--- src/hw/rx_params.svh ---
`ifndef RX_PARAMS_SVH
`define RX_PARAMS_SVH

// ---------------------------------------------------------------------------
// datapath widths
// ---------------------------------------------------------------------------

// one I or Q component of an equalized symbol
`define RX_IQ_DW 8

// one soft bit
`define RX_LLR_DW 8

// ---------------------------------------------------------------------------
// capture buffer and identification
// ---------------------------------------------------------------------------

`define RX_FIFO_DEPTH 16

`define RX_CORE_ID 32'h5242_4801

`endif

--- src/hw/rx_regmap_pkg.sv ---
package rx_regmap_pkg;

    // word addresses seen by the host
    typedef enum logic [1 : 0] {
        REG_ID       = 2'd0,
        REG_LEVEL    = 2'd1,
        REG_STATUS   = 2'd2,
        REG_LLR_DATA = 2'd3
    } reg_addr_e;

    typedef logic [31 : 0] reg_word_t;

    // status word layout
    localparam int STATUS_OVF_BIT   = 0;
    localparam int STATUS_EMPTY_BIT = 1;

    // data word layout, pair itself sits in 15:0
    localparam int DATA_VALID_BIT = 31;
    localparam int DATA_LAST_BIT  = 16;

endpackage

--- src/hw/rx_types_pkg.sv ---
`include "rx_params.svh"

package rx_types_pkg;

    // equalized qpsk symbol, I in the upper half
    typedef struct packed {
        logic signed [`RX_IQ_DW - 1 : 0] i;
        logic signed [`RX_IQ_DW - 1 : 0] q;
    } iq_t;

    // resource type tag, PBCH matches the reference encoding
    typedef enum logic [1 : 0] {
        SYM_OTHER = 2'd0,
        SYM_PBCH  = 2'd1,
        SYM_DMRS  = 2'd2
    } sym_type_e;

    typedef logic signed [`RX_LLR_DW - 1 : 0] llr_t;

    typedef struct packed {
        llr_t i;
        llr_t q;
    } llr_pair_t;

    // 0 .. depth inclusive
    typedef logic [$clog2(`RX_FIFO_DEPTH + 1) - 1 : 0] fifo_level_t;

endpackage

--- src/hw/llr_fifo.sv ---
`timescale 1ns/1ps

`include "rx_params.svh"

module llr_fifo (
    input  logic                      clk_i,
    input  logic                      reset_ni,
    input  logic                      clear_i,

    input  rx_types_pkg::llr_pair_t   wr_data_i,
    input  logic                      wr_last_i,
    input  logic                      wr_valid_i,

    input  logic                      pop_i,
    output rx_types_pkg::llr_pair_t   head_data_o,
    output logic                      head_last_o,
    output logic                      head_valid_o,

    output rx_types_pkg::fifo_level_t level_o,
    output logic                      overflow_o
);

    import rx_types_pkg::*;

    localparam int DEPTH = `RX_FIFO_DEPTH;
    localparam int PTR_W = $clog2(DEPTH);

    llr_pair_t          mem_data [DEPTH];
    logic               mem_last [DEPTH];
    logic [PTR_W - 1 : 0] wr_ptr;
    logic [PTR_W - 1 : 0] rd_ptr;
    fifo_level_t        count;
    logic               ovf;
    logic               full;
    logic               empty;
    logic               wr_en;
    logic               rd_en;

    function automatic logic [PTR_W - 1 : 0] ptr_inc(input logic [PTR_W - 1 : 0] ptr);
        return (ptr == PTR_W'(DEPTH - 1)) ? '0 : ptr + 1'b1;
    endfunction

    assign full  = (count == fifo_level_t'(DEPTH));
    assign empty = (count == '0);

    // full drops the write even if a pop lands in the same cycle
    assign wr_en = wr_valid_i && !full;
    assign rd_en = pop_i && !empty;

    // ---------------------------------------------------------------------------
    // storage
    // ---------------------------------------------------------------------------
    always_ff @(posedge clk_i) begin
        if (wr_en) begin
            mem_data[wr_ptr] <= wr_data_i;
            mem_last[wr_ptr] <= wr_last_i;
        end
    end

    // ---------------------------------------------------------------------------
    // pointers, fill count, sticky overflow
    // ---------------------------------------------------------------------------
    always_ff @(posedge clk_i) begin
        if (!reset_ni || clear_i) begin
            wr_ptr <= '0;
            rd_ptr <= '0;
            count  <= '0;
            ovf    <= 1'b0;
        end else begin
            if (wr_en) begin
                wr_ptr <= ptr_inc(wr_ptr);
            end
            if (rd_en) begin
                rd_ptr <= ptr_inc(rd_ptr);
            end
            case ({wr_en, rd_en})
                2'b10:   count <= count + 1'b1;
                2'b01:   count <= count - 1'b1;
                default: count <= count;
            endcase
            if (wr_valid_i && full) begin
                ovf <= 1'b1;
            end
        end
    end

    assign head_data_o  = mem_data[rd_ptr];
    assign head_last_o  = mem_last[rd_ptr];
    assign head_valid_o = !empty;
    assign level_o      = count;
    assign overflow_o   = ovf;

endmodule

--- src/hw/llr_regmap.sv ---
`timescale 1ns/1ps

`include "rx_params.svh"

module llr_regmap (
    input  logic                      clk_i,
    input  logic                      reset_ni,

    input  rx_regmap_pkg::reg_addr_e  rd_addr_i,
    input  logic                      rd_strobe_i,

    input  rx_types_pkg::llr_pair_t   head_data_i,
    input  logic                      head_last_i,
    input  logic                      head_valid_i,
    input  rx_types_pkg::fifo_level_t level_i,
    input  logic                      overflow_i,

    output logic                      pop_o,
    output rx_regmap_pkg::reg_word_t  rd_data_o,
    output logic                      rd_valid_o
);

    import rx_regmap_pkg::*;

    reg_word_t status_word;
    reg_word_t data_word;
    reg_word_t rd_word;

    always_comb begin
        status_word                   = '0;
        status_word[STATUS_OVF_BIT]   = overflow_i;
        status_word[STATUS_EMPTY_BIT] = !head_valid_i;
    end

    // empty fifo reads back as all zero
    always_comb begin
        data_word = '0;
        if (head_valid_i) begin
            data_word[15 : 0]        = head_data_i;
            data_word[DATA_LAST_BIT]  = head_last_i;
            data_word[DATA_VALID_BIT] = 1'b1;
        end
    end

    always_comb begin
        case (rd_addr_i)
            REG_ID:       rd_word = `RX_CORE_ID;
            REG_LEVEL:    rd_word = reg_word_t'(level_i);
            REG_STATUS:   rd_word = status_word;
            REG_LLR_DATA: rd_word = data_word;
            default:      rd_word = '0;
        endcase
    end

    // fifo ignores the pop when empty
    assign pop_o = rd_strobe_i && (rd_addr_i == REG_LLR_DATA);

    // word is taken before the pop lands
    always_ff @(posedge clk_i) begin
        if (rd_strobe_i) begin
            rd_data_o <= rd_word;
        end
    end

    always_ff @(posedge clk_i) begin
        if (!reset_ni) begin
            rd_valid_o <= 1'b0;
        end else begin
            rd_valid_o <= rd_strobe_i;
        end
    end

endmodule

--- src/hw/pbch_demap.sv ---
`timescale 1ns/1ps

`include "rx_params.svh"

module pbch_demap (
    input  logic                    clk_i,
    input  logic                    reset_ni,
    input  logic                    clear_i,

    input  rx_types_pkg::iq_t       sym_data_i,
    input  rx_types_pkg::sym_type_e sym_type_i,
    input  logic                    sym_last_i,
    input  logic                    sym_valid_i,

    output rx_types_pkg::llr_pair_t llr_data_o,
    output logic                    llr_last_o,
    output logic                    llr_valid_o
);

    import rx_types_pkg::*;

    // symmetric llr range, -128 folds onto -127
    localparam int LLR_MAX = 2 ** (`RX_LLR_DW - 1) - 1;

    logic pbch_hit;

    function automatic llr_t sat_llr(input logic signed [`RX_IQ_DW - 1 : 0] comp);
        if (comp > LLR_MAX) begin
            return llr_t'(LLR_MAX);
        end else if (comp < -LLR_MAX) begin
            return llr_t'(-LLR_MAX);
        end
        return llr_t'(comp);
    endfunction

    // only PBCH data goes on, DMRS and the rest are dropped here
    assign pbch_hit = sym_valid_i && (sym_type_i == SYM_PBCH);

    always_ff @(posedge clk_i) begin
        if (!reset_ni || clear_i) begin
            llr_valid_o <= 1'b0;
        end else begin
            llr_valid_o <= pbch_hit;
        end
    end

    always_ff @(posedge clk_i) begin
        if (pbch_hit) begin
            llr_data_o.i <= sat_llr(sym_data_i.i);
            llr_data_o.q <= sat_llr(sym_data_i.q);
            llr_last_o   <= sym_last_i;
        end
    end

endmodule

--- src/hw/pbch_llr_capture.sv ---
`timescale 1ns/1ps

module pbch_llr_capture (
    input  logic                     clk_i,
    input  logic                     reset_ni,
    input  logic                     clear_i,

    input  rx_types_pkg::iq_t        sym_data_i,
    input  rx_types_pkg::sym_type_e  sym_type_i,
    input  logic                     sym_last_i,
    input  logic                     sym_valid_i,

    input  rx_regmap_pkg::reg_addr_e rd_addr_i,
    input  logic                     rd_strobe_i,
    output rx_regmap_pkg::reg_word_t rd_data_o,
    output logic                     rd_valid_o
);

    import rx_types_pkg::*;

    // demapper to fifo
    llr_pair_t   llr_data;
    logic        llr_last;
    logic        llr_valid;

    // fifo to register map
    llr_pair_t   head_data;
    logic        head_last;
    logic        head_valid;
    fifo_level_t level;
    logic        overflow;
    logic        pop;

    pbch_demap pbch_demap_i (
        .clk_i       (clk_i),
        .reset_ni    (reset_ni),
        .clear_i     (clear_i),
        .sym_data_i  (sym_data_i),
        .sym_type_i  (sym_type_i),
        .sym_last_i  (sym_last_i),
        .sym_valid_i (sym_valid_i),
        .llr_data_o  (llr_data),
        .llr_last_o  (llr_last),
        .llr_valid_o (llr_valid)
    );

    llr_fifo llr_fifo_i (
        .clk_i        (clk_i),
        .reset_ni     (reset_ni),
        .clear_i      (clear_i),
        .wr_data_i    (llr_data),
        .wr_last_i    (llr_last),
        .wr_valid_i   (llr_valid),
        .pop_i        (pop),
        .head_data_o  (head_data),
        .head_last_o  (head_last),
        .head_valid_o (head_valid),
        .level_o      (level),
        .overflow_o   (overflow)
    );

    llr_regmap llr_regmap_i (
        .clk_i        (clk_i),
        .reset_ni     (reset_ni),
        .rd_addr_i    (rd_addr_i),
        .rd_strobe_i  (rd_strobe_i),
        .head_data_i  (head_data),
        .head_last_i  (head_last),
        .head_valid_i (head_valid),
        .level_i      (level),
        .overflow_i   (overflow),
        .pop_o        (pop),
        .rd_data_o    (rd_data_o),
        .rd_valid_o   (rd_valid_o)
    );

endmodule

--- config.mk ---
export PLATFORM = sky130hd
export DESIGN_NAME = pbch_llr_capture
export DESIGN_NICKNAME = d
export VERILOG_FILES = /design/src/hw/rx_regmap_pkg.sv /design/src/hw/rx_types_pkg.sv /design/src/hw/llr_fifo.sv /design/src/hw/llr_regmap.sv /design/src/hw/pbch_demap.sv /design/src/hw/pbch_llr_capture.sv
export VERILOG_INCLUDE_DIRS = /design/src /design/src/hw
export SDC_FILE = /design/constraint.sdc
export NUM_CORES = 1
export LEC_CHECK = 0
export BUFFER_PORTS_ARGS = -buffer_cell sky130_fd_sc_hd__buf_2
export CAP_MARGIN = 0
export CELL_PAD_IN_SITES_DETAIL_PLACEMENT = 1
export CELL_PAD_IN_SITES_GLOBAL_PLACEMENT = 2
export CORE_ASPECT_RATIO = 0.9
export CORE_UTILIZATION = 47
export CTS_CLUSTER_DIAMETER = 120
export DETAILED_ROUTE_END_ITERATION = 6
export PLACE_DENSITY = 0.84
export SYNTH_ARGS = -nofsm -noshare
export SYNTH_HDL_FRONTEND = slang
export SYNTH_SLANG_ARGS = --single-unit
--- constraint.sdc ---
create_clock -name clk_i -period 3.95 [get_ports clk_i]
set_input_delay 0.1975 -clock clk_i [delete_from_list [all_inputs] [get_ports clk_i]]
set_output_delay 0.1975 -clock clk_i [all_outputs]
set_load 0.05 [all_outputs]
* Yosys cells after proc, flatten, opt, wreduce, memory -nomap -nowiden *
Memory sizes are Yosys's and may differ from the RTL's. A register that Yosys moved wholly into a read port is not among the register bits.
Cells that the tools add are included.

word-level totals
  bits in latches = 0
  output and inout bits = 33
  bits in registers = 65
  memories kept = 2
  bits in writable memories = 272
  word-level logic and storage cells = 65
  ROM bits = 0

cells by class
  $mul = 0
  mux-type cells = 24
  eq/ne operators = 9
  reduce and logical (&&, ||, !) cells = 12
  add/sub/neg operators = 4
  magnitude comparators = 4
  shifts and indexed selects = 0
  bitwise gates (word level) = 0
  divide/modulo/power cells = 0

memory list
  name                 depth  bits a word  rd ports  clocked after Yosys merged registers in  wr ports  RTL line        text
  llr_fifo_i.mem_data  16     16           1         1                                        1         llr_fifo.sv:28  llr_pair_t mem_data [DEPTH];
  llr_fifo_i.mem_last  16     1            1         1                                        1         llr_fifo.sv:29  logic mem_last [DEPTH];

operators with widths
  kind                                                  count
  case mux 32 bit (4 select lines)                      1
  2-to-1 mux 8 bit                                      6
  2-to-1 mux 4 bit                                      6
  2-to-1 mux 17 bit                                     1
  greater-than comparator 8 bit, second input constant  2
  less-than comparator 8 bit, second input constant     2
  case mux 5 bit (2 select lines)                       1
  2-to-1 mux 1 bit                                      9
  adder 4 x 1 -> 4 bit, second input constant           2
  == test 4 bit, second input constant                  2
  == test 2 x 1 -> 1 bit, second input constant         3
  == test 2 bit, second input constant                  3
  adder 5 x 1 -> 5 bit, second input constant           1
  == test 5 bit, second input constant                  1
  logical AND 1 bit                                     5
  zero test 5 bit                                       1
  subtractor 5 x 1 -> 5 bit, second input constant      1
  zero test 1 bit                                       3
  zero test 2 bit                                       1
  nonzero test 2 bit                                    1
  logical OR 1 bit                                      1

* Depth between registers and ports, before layout *
Gate-level depths: netlist (run 1).

  depth after elaboration = 5
  gate-level depth with buffers = 16

* Hierarchy *
Synthesis (run 1) repeated with hierarchy kept, for this count alone.

unflattened totals
  cells, all modules = 611
  area, all modules = 12838.6 µm²

by module, submodules not included
  module      cells each  times used  area an instance (µm²)
  llr_fifo    500         1           11264.6
  llr_regmap  70          1           937.1
  pbch_demap  41          1           636.9

* Least setup slack after synthesis (run 1) *
Ideal clock, no wire load.

  path kind = reg-to-reg
  start point = register llr_fifo_i.count[1], in the netlist llr_fifo_i.level_o[1]
  end point = register llr_fifo_i.count[4], in the netlist llr_fifo_i.level_o[4]
  clock period less this slack = 2.925 ns
  path slack = 1.025 ns
  stages on the path, launching flop included = 17
  arrival time = 2.802 ns
  data required time = 3.826 ns
  cells stage by stage = dfxtp_1 > buf_2 > nor4_4 > nand2_1 > nand3_2 > inv_2 > and2_4 > buf_6 > ha_1 > clkbuf_1 > xor2_1 > ha_1 > or4_1 > o21ai_1 > a22oi_1 > mux2i_1 > nand3_1

on the way
  longest elaborated chain between the ends = 5

ends and longest elaborated chain
  item                                                                   RTL line        text
  start, declared                                                        llr_fifo.sv:32  fifo_level_t count;
  start signal, assigned                                                 llr_fifo.sv:77  2'b10: count <= count + 1'b1;
  start signal, assigned                                                 llr_fifo.sv:78  2'b01: count <= count - 1'b1;
  start signal, assigned                                                 llr_fifo.sv:79  default: count <= count;
  zero test 5 bit *                                                      llr_fifo.sv:44  assign empty = (count == '0);
  zero test 1 bit *                                                      llr_fifo.sv:48  assign rd_en = pop_i && !empty;
  logical AND 1 bit *                                                    llr_fifo.sv:48
  net llr_fifo_i.rd_en                                                   llr_fifo.sv:37  logic rd_en;
  == test 2 x 1 -> 1 bit or == test 2 bit (tied branches)                llr_fifo.sv:76  case ({wr_en, rd_en})
  case mux 5 bit (2 select lines) or nonzero test 2 bit (tied branches)  n/a

Mark *: on every way through the listed nets, which the timed path passes. The rest lies on a longest branch.
A chain may end at the register's enable or synchronous reset.

* Worst setup path in the final report (run 1) *
  start point = register llr_fifo_i.count[2], in the netlist llr_fifo_i.level_o[2]
  end point = register llr_fifo_i.count[4], in the netlist llr_fifo_i.level_o[4]

on the way
  longest elaborated chain between the ends = 5

ends and longest elaborated chain
  item                                                                   RTL line
  == test 5 bit or zero test 5 bit (tied branches)                       llr_fifo.sv:43, llr_fifo.sv:44
  zero test 1 bit, on equally long branches                              llr_fifo.sv:47, llr_fifo.sv:48
  logical AND 1 bit, on equally long branches                            llr_fifo.sv:47, llr_fifo.sv:48
  == test 2 x 1 -> 1 bit or == test 2 bit (tied branches)                llr_fifo.sv:76
  case mux 5 bit (2 select lines) or nonzero test 2 bit (tied branches)  n/a

Several ways; a longest one is shown, not always the timed one.

==> results.sh, run 1 <==
export IMPL_finClkSkew_ns=0.01378
export IMPL_timing_final_crit_share=0.8714
export IMPL_synth_edf_count=308
export IMPL_drtIter0Drc=585
export IMPL_pwr_share_clk=0.438
export IMPL_clock_latency_ns=0.53
export IMPL_start_kind="flip-flop"
export IMPL_layout_commonest_cell="edfxtp_1"
export IMPL_area_growth_pct=14.67
export IMPL_cts_root_buf="clkbuf_16"
export IMPL_tns_ns=0
export IMPL_r2r_slack_ns=0.51
export IMPL_cp_max_fo=11
export IMPL_hp_start="sym_data_i[0]"
export IMPL_crit_type="reg -> reg"
export IMPL_gp_congestion=0.8070
export IMPL_cts_tree="built"
export IMPL_syn_area_mm2=0.01283
export IMPL_grtUsageTotal=0.2184
export IMPL_wire_per_inst_um=26.74
export IMPL_max_cap_violations=0
export IMPL_drcViolationCount=0
export IMPL_yosysTopAreaCellShare=0.7210
export IMPL_period_minus_slack_ns=3.442
export IMPL_numCtsBuffers=35
export IMPL_ant_nets=0
export IMPL_synth_largest_area_cell="edfxtp_1"
export IMPL_layout_common_cells="edfxtp_1 (308), mux4_2 (67), buf_2 (49), clkbuf_16 (36), nor2_1 (32)"
export IMPL_die_width_um=176.1
export IMPL_dr_pass1_iters=5
export IMPL_wl_um=29600
export IMPL_yosys_top_cells_area="edfxtp_1 (72%), mux4_2 (12%), dfxtp_1 (3.1%)"
export IMPL_ys_types=49
export IMPL_port_buffers=49
export IMPL_hold_end="pbch_demap_i.llr_data_o[0]$_SDFFCE_PN1P_"
export IMPL_power_switching_mw=1.451
export IMPL_cp_common_cell="ha_1"
export IMPL_grt_overflow=0
export IMPL_crit_path_end_kind="flip-flop"
export IMPL_grt_pass1_vias=7007
export IMPL_initial_core_util=0.4856
export IMPL_outcome="completed"
export IMPL_reg2regPathDepth=13
export IMPL_p_seq_frac=0.542
export IMPL_switching_share=0.2041
export IMPL_die_h_um=158.7
export IMPL_core_mm2=0.02642
export IMPL_internal_power_mw=5.657
export IMPL_power_mw=7.108
export IMPL_drive_gt1_frac=0.2678
export IMPL_nets=767
export IMPL_hp_class="in -> reg"
export IMPL_final_max_slew_viol_count=0
export IMPL_dp_hpwl_um=17340
export IMPL_hold_viol=0
export IMPL_rsz0062_at_grt="no"
export IMPL_routed_via_density=5.875
export IMPL_p_leak_nw=4.734
export IMPL_ys_warn_count=0
export IMPL_ctsResizeCount=0
export IMPL_async_flop_share=0
export IMPL_holdPathStages=2
export IMPL_arrival_ns=3.85
export IMPL_io_pins=59
export IMPL_cts_max_level=2
export IMPL_rows=56
export IMPL_synth_ff_type="edfxtp_1"
export IMPL_grt_start_max_net_pins=40
export IMPL_relSlewSlack=0.1334
export IMPL_slowest_delay_ns=0.59
export IMPL_tightestPinTransition_ns=1.299
export IMPL_dieArea_mm2=0.02796
export IMPL_cp_data_required_time_ns=4.36
export IMPL_reg2reg_to="llr_fifo_i.level_o[4]$_SDFFE_PP0P_"
export IMPL_vdd_drop_max_uv=402.8
export IMPL_vias=6504
export IMPL_max_freq_mhz=290.5
export IMPL_r2r_start="llr_fifo_i.level_o[2]$_SDFFE_PP0P_"
export IMPL_antenna_found_initial=0
export IMPL_power_density_mw_per_mm2=483.2
export IMPL_ys_seq_area_frac=0.7522
export IMPL_clock_sinks=328
export IMPL_setup_violations=0
export IMPL_clk_path_buf_depth=3
export IMPL_crit_chain="nor4_4 -> nand2_1 -> nand3_2 -> inv_2 -> and2_4 -> ha_1 -> xor2_1 -> ha_1 -> or4_1 -> o21ai_1 -> a22oi_1 -> mux2i_1 -> nand3_1"
export IMPL_syn_avg_cell_area_um2=19.52
export IMPL_clk_pin_slew_ns=0.06
export IMPL_ys_ff_latch=328
export IMPL_cp_slowest_cell="dfxtp_1"
export IMPL_grt_pass1_wl_um=44190
export IMPL_pwr_share_comb=0.021
export IMPL_synthCells=657
worst max path at each step:
stage,startpoint,end,slack (ns),depth (start not counted)
6_report,llr_fifo_i.level_o[2]$_SDFFE_PP0P_,llr_fifo_i.level_o[4]$_SDFFE_PP0P_,0.51,13
5_1_grt,llr_fifo_i.level_o[2]$_SDFFE_PP0P_,llr_fifo_i.level_o[4]$_SDFFE_PP0P_,0.26,13
4_1_cts,llr_fifo_i.level_o[2]$_SDFFE_PP0P_,llr_fifo_i.level_o[4]$_SDFFE_PP0P_,0.49,13
3_5_place_dp,llr_fifo_i.level_o[2]$_SDFFE_PP0P_,llr_fifo_i.level_o[4]$_SDFFE_PP0P_,0.52,13
3_3_place_gp,llr_fifo_i.level_o[0]$_SDFFE_PP0P_,llr_fifo_i.level_o[4]$_SDFFE_PP0P_,0.75,13
2_1_floorplan,llr_fifo_i.level_o[1]$_SDFFE_PP0P_,llr_fifo_i.level_o[4]$_SDFFE_PP0P_,1.02,16
cell usage after synthesis, drive strengths merged, types with 7 or more instances:
library cell / count
edfxtp: 308
nor2b: 16
mux4: 67
mux2i: 17
nand2: 16
clkbuf: 26
ha: 7
a21oi: 10
inv: 7
nor2: 33
buf: 35
a22oi: 11
a211oi: 23
dfxtp: 20
sequential cells by signal (all words and copies together), names as in the netlist, named ones only:
name / count
llr_fifo_i.overflow_o: 1
llr_fifo_i.level_o: 5
pbch_demap_i.llr_data_o: 16
llr_fifo_i.mem_last: 16
pbch_demap_i.llr_last_o: 1
llr_fifo_i.mem_data: 256
llr_fifo_i.wr_ptr: 4
llr_regmap_i.rd_valid_o: 1
llr_regmap_i.rd_data_o: 19
llr_fifo_i.rd_ptr: 4
pbch_demap_i.llr_valid_o: 1
layout make-up:
| type | instances | area, µm² |
|---|---|---|
| multi-input combinational | 269 | 2873 |
| fill | 2314 | 11710 |
| antenna | 1 | 2.502 |
| clock buffer | 43 | 927.1 |
| clock inverter | 18 | 152.6 |
| sequential | 328 | 9654 |
| timing repair buffer | 93 | 638.1 |
| inverter | 7 | 26.28 |
| tap | 348 | 435.4 |
power groups by stage:
stage          logic [mW]  clock network (mW)  registers (mW)
4_1_cts             0.146                3.16            3.85
5_1_grt             0.154                3.27            3.85
3_5_place_dp        0.131                   0            3.92
3_3_place_gp        0.128                   0            3.92
6_report            0.146                3.11            3.85
2_1_floorplan      0.0665                   0            3.94
repair_timing:
| item | CTS | global route |
|---|---|---|
| endpoints found under the hold margin | 19 | 0 |
| buffers inserted | 0 | 0 |
| hold buffers | 20 | 0 |
metal layers:
metal,vias up,wire length [µm],track usage
li1,2782,-,-
met3,59,1529,0.03352
met2,205,15130,0.3672
met1,3458,12220,0.2911
met4,0,725,0.07075
met5,-,0,0
cell families (layout without fill, tap and decap cells):
kind of cell / count (synthesis) / in the layout / synth area share
mux: 85 / 85 / 0.1318
simple gates: 94 / 94 / 0.03785
xor+xnor: 5 / 5 / 0.003414
compound gates: 69 / 69 / 0.03970
flops: 328 / 328 / 0.7522
fa+ha+maj: 7 / 7 / 0.006828
other cells: 1 / 10 / 0.0002923
buf+inv: 68 / 161 / 0.02790
through the flow:
stage               hold WS (ns)  worst slack, ns    util  std cells  area (µm²)
detailed placement        0.3982           0.5218  0.5083       1025       13430
finish                   0.02626           0.5080  0.5568       1107       14710
floorplan                 0.2765            1.025       -        665       12860
CTS                      0.03171           0.4867  0.5567       1106       14710
global placement          0.3901           0.7494  0.5083       1025       13430
global route             0.03174           0.2553  0.5567       1106       14710
critical path, delay by kind of cell, from the launching register on:
kind | cells | cell delay (ns)
adder cells (fa/ha/maj) | 2 | 0.62
buffers and inverters | 1 | 0.31
AND/OR/NAND/NOR | 6 | 1.31
XOR/XNOR | 1 | 0.12
AO/OA/AOI/OAI | 2 | 0.18
flip-flops | 1 | 0.59
multiplexers | 1 | 0.19
(Power assumes the default switching activity.)
==> run 2, diff against run 1 <==
ABC_AREA = 1   (was not set)
CORE_UTILIZATION = 43   (was 47)
PLACE_DENSITY = 0.85   (was 0.84)
==> run 2 against run 1 <==
Against the previous run:
- sequential power about the same
- count of clock-buffer cells in the layout rose by 3
- combinational power up 12%
- worst hold slack gained 0.032 ns
- final area up 1.4%
- die area grew 11%
- first-iteration DRC count grew 36%
- critical path type unchanged
==> results.sh, run 2 <==
export IMPL_outcome="completed"
export IMPL_die_width_um=185.8
export IMPL_power_density_mw_per_mm2=475.0
export IMPL_tightestPinTransition_ns=1.037
export IMPL_seq_area_mm2=0.009654
export IMPL_regMostFlops="llr_fifo_i.mem_data"
export IMPL_gp_congestion=0.7259
export IMPL_synth_most_common_cell="edfxtp_1"
export IMPL_rsz0062_at_grt="no"
export IMPL_grtUsageTotal=0.2335
export IMPL_largest_reg_flops=256
export IMPL_vdd_drop_max_uv=404.6
export IMPL_io_pins=59
export IMPL_antenna_found_initial=1
export IMPL_timing_final_crit_share=0.6708
export IMPL_port_buffers=49
export IMPL_cts_root_buf="clkbuf_16"
export IMPL_async_flop_share=0
export IMPL_drcViolationCount=0
export IMPL_cts_tree="built"
export IMPL_antennaDiodeCount=0
export IMPL_power_switching_mw=1.507
export IMPL_die_h_um=167.4
export IMPL_ys_seq_area_frac=0.7383
export IMPL_vias=8469
export IMPL_nets=1102
export IMPL_cts_setup_buffers=0
export IMPL_ys_types=39
export IMPL_syn_avg_cell_area_um2=12.88
export IMPL_stdcell_area_mm2=0.01491
export IMPL_wl_um=35310
export IMPL_wire_per_inst_um=23.56
export IMPL_routed_via_density=5.650
export IMPL_initial_core_util=0.4374
export IMPL_start_kind="flip-flop"
export IMPL_clk_pin_slew_ns=0.06
export IMPL_ys_ff_latch=328
export IMPL_multi_input_area_mm2=0.002960
export IMPL_hp_start="rd_addr_i[0]"
export IMPL_p_seq_frac=0.545
export IMPL_dp_hpwl_um=19580
export IMPL_pwr_share_clk=0.432
export IMPL_clock_sinks=328
export IMPL_num_fill_cells=3051
export IMPL_period_minus_slack_ns=2.650
export IMPL_final_util=0.4992
export IMPL_netlist_top_cells_count="edfxtp_1 (308), nor2_1 (184), o21ai_0 (118), nand2_1 (65), o21ai_1 (50)"
export IMPL_tns_ns=0
export IMPL_yosys_top_cells_area="edfxtp_1 (71%), nor2_1 (5.3%), o21ai_0 (4.5%)"
export IMPL_relSlewSlack=0.3042
export IMPL_setup_violations=0
export IMPL_finClkSkew_ns=0.01603
export IMPL_drive_gt1_frac=0.1396
export IMPL_hold_buffers=20
export IMPL_layout_commonest_cell="edfxtp_1"
export IMPL_crit_path_end_kind="flip-flop"
export IMPL_ctsResizeCount=0
export IMPL_drtIter0Drc=796
export IMPL_grt_start_max_net_pins=77
export IMPL_core_mm2=0.02988
export IMPL_max_freq_mhz=377.4
export IMPL_arrival_ns=3.02
export IMPL_synth_ff_type="edfxtp_1"
export IMPL_grt_pass1_wl_um=53120
export IMPL_grt_overflow=0
export IMPL_final_max_slew_viol_count=0
export IMPL_dieArea_mm2=0.03110
export IMPL_layout_common_cells="edfxtp_1 (308), nor2_1 (168), o21ai_0 (118), nand2_1 (65), o21ai_1 (50)"
export IMPL_internal_power_mw=5.578
export IMPL_max_cap_violations=0
export IMPL_numCtsBuffers=35
export IMPL_ant_nets=0
export IMPL_cp_max_fo=72
export IMPL_clk_path_buf_depth=3
export IMPL_pwr_share_comb=0.023
export IMPL_rows=60
export IMPL_clock_latency_ns=0.52
export IMPL_grt_pass1_vias=8761
export IMPL_synth_largest_area_cell="edfxtp_1"
export IMPL_p_leak_nw=5.033
export IMPL_syn_area_mm2=0.01307
export IMPL_crit_type="reg -> reg"
export IMPL_area_growth_pct=14.11
export IMPL_synthCells=1015
export IMPL_switching_share=0.2127
export IMPL_dr_pass1_iters=5
export IMPL_power_mw=7.085
export IMPL_synth_edf_count=308
export IMPL_place_area_mm2=0.01367
export IMPL_ys_warn_count=0
export IMPL_hp_class="in -> reg"
export IMPL_yosysTopAreaCellShare=0.7076
export IMPL_cp_data_required_time_ns=4.32
export IMPL_cts_max_level=2
export IMPL_hold_viol=0
export IMPL_top_regs="llr_fifo_i.mem_data x256, llr_regmap_i.rd_data_o x19"
run 2: cell count changes after synthesis, sizes merged, moves of 12 or more:
cell	previous run	this run
nor2b	16	0
a211oi	23	0
inv	7	34
nand2	16	69
o21ai	5	168
mux2i	17	1
nor2	33	188
nand3	6	18
o221ai	1	22
o22ai	0	30
o211ai	0	24
mux4	67	0
run 2: cell type report:
type	count	share of cell area
inverters	36	0.009312
repair buffers	91	0.04094
multi-input cells	577	0.1985
flip-flops and latches	328	0.6473
clock buffers	46	0.06149
well taps	403	0.03381
clock inverters	18	0.008641
run 2: final timing paths:
kind / to / slack [ns] / cells after the start
setup / recovery: llr_regmap_i.rd_data_o[9]$_DFFE_PP_ / 1.30 / 5
hold reg to reg: llr_fifo_i.overflow_o$_SDFFE_PP0P_ / 0.48 / 2
setup reg to reg: llr_regmap_i.rd_data_o[9]$_DFFE_PP_ / 1.30 / 5
hold / removal: llr_regmap_i.rd_data_o[30]$_DFFE_PP_ / 0.06 / 2
run 2: power by group through the flow:
stage | registers [mW] | logic, mW | clock network [mW]
6_report | 3.86 | 0.163 | 3.06
5_1_grt | 3.87 | 0.173 | 3.22
4_1_cts | 3.86 | 0.164 | 3.10
3_5_place_dp | 3.94 | 0.149 | 0
3_3_place_gp | 3.93 | 0.146 | 0
2_1_floorplan | 3.95 | 0.0804 | 0
run 2: logic make-up (layout without fill, tap and decap cells):
| logic type | count (synthesis) | count (layout) | synth area share |
|---|---|---|---|
| buf+inv | 118 | 191 | 0.04289 |
| simple gates | 286 | 286 | 0.08989 |
| fa+ha+maj | 7 | 7 | 0.006701 |
| compound gates | 268 | 268 | 0.1172 |
| xor+xnor | 6 | 6 | 0.004021 |
| mux | 1 | 1 | 0.0007659 |
| flops | 328 | 328 | 0.7383 |
| other cells | 1 | 9 | 0.0002869 |
run 2: critical path: stages, from the launching register on:
cell and delay (ns):
dfxtp_4 0.78, buf_4 0.72, o21ai_0 0.32, o221ai_1 0.32, o21ai_1 0.12, a21oi_1 0.18
run 2: stage by stage:
stage | worst slack (ns) | cells | hold WS, ns
5_1_grt | 1.085 | 1499 | 0.05992
3_3_place_gp | 1.400 | 1415 | 0.3750
2_1_floorplan | 1.957 | 1023 | 0.2749
6_report | 1.300 | 1499 | 0.05781
4_1_cts | 1.258 | 1499 | 0.03473
3_5_place_dp | 1.320 | 1415 | 0.3765
run 2: layer usage:
| layer | GRT usage | routed length (µm) | vias up |
|---|---|---|---|
| met5 | 0 | 0 | - |
| met4 | 0.07662 | 914 | 0 |
| met3 | 0.03545 | 2012 | 73 |
| met2 | 0.3851 | 17500 | 276 |
| met1 | 0.3162 | 14890 | 4328 |
| li1 | - | - | 3792 |
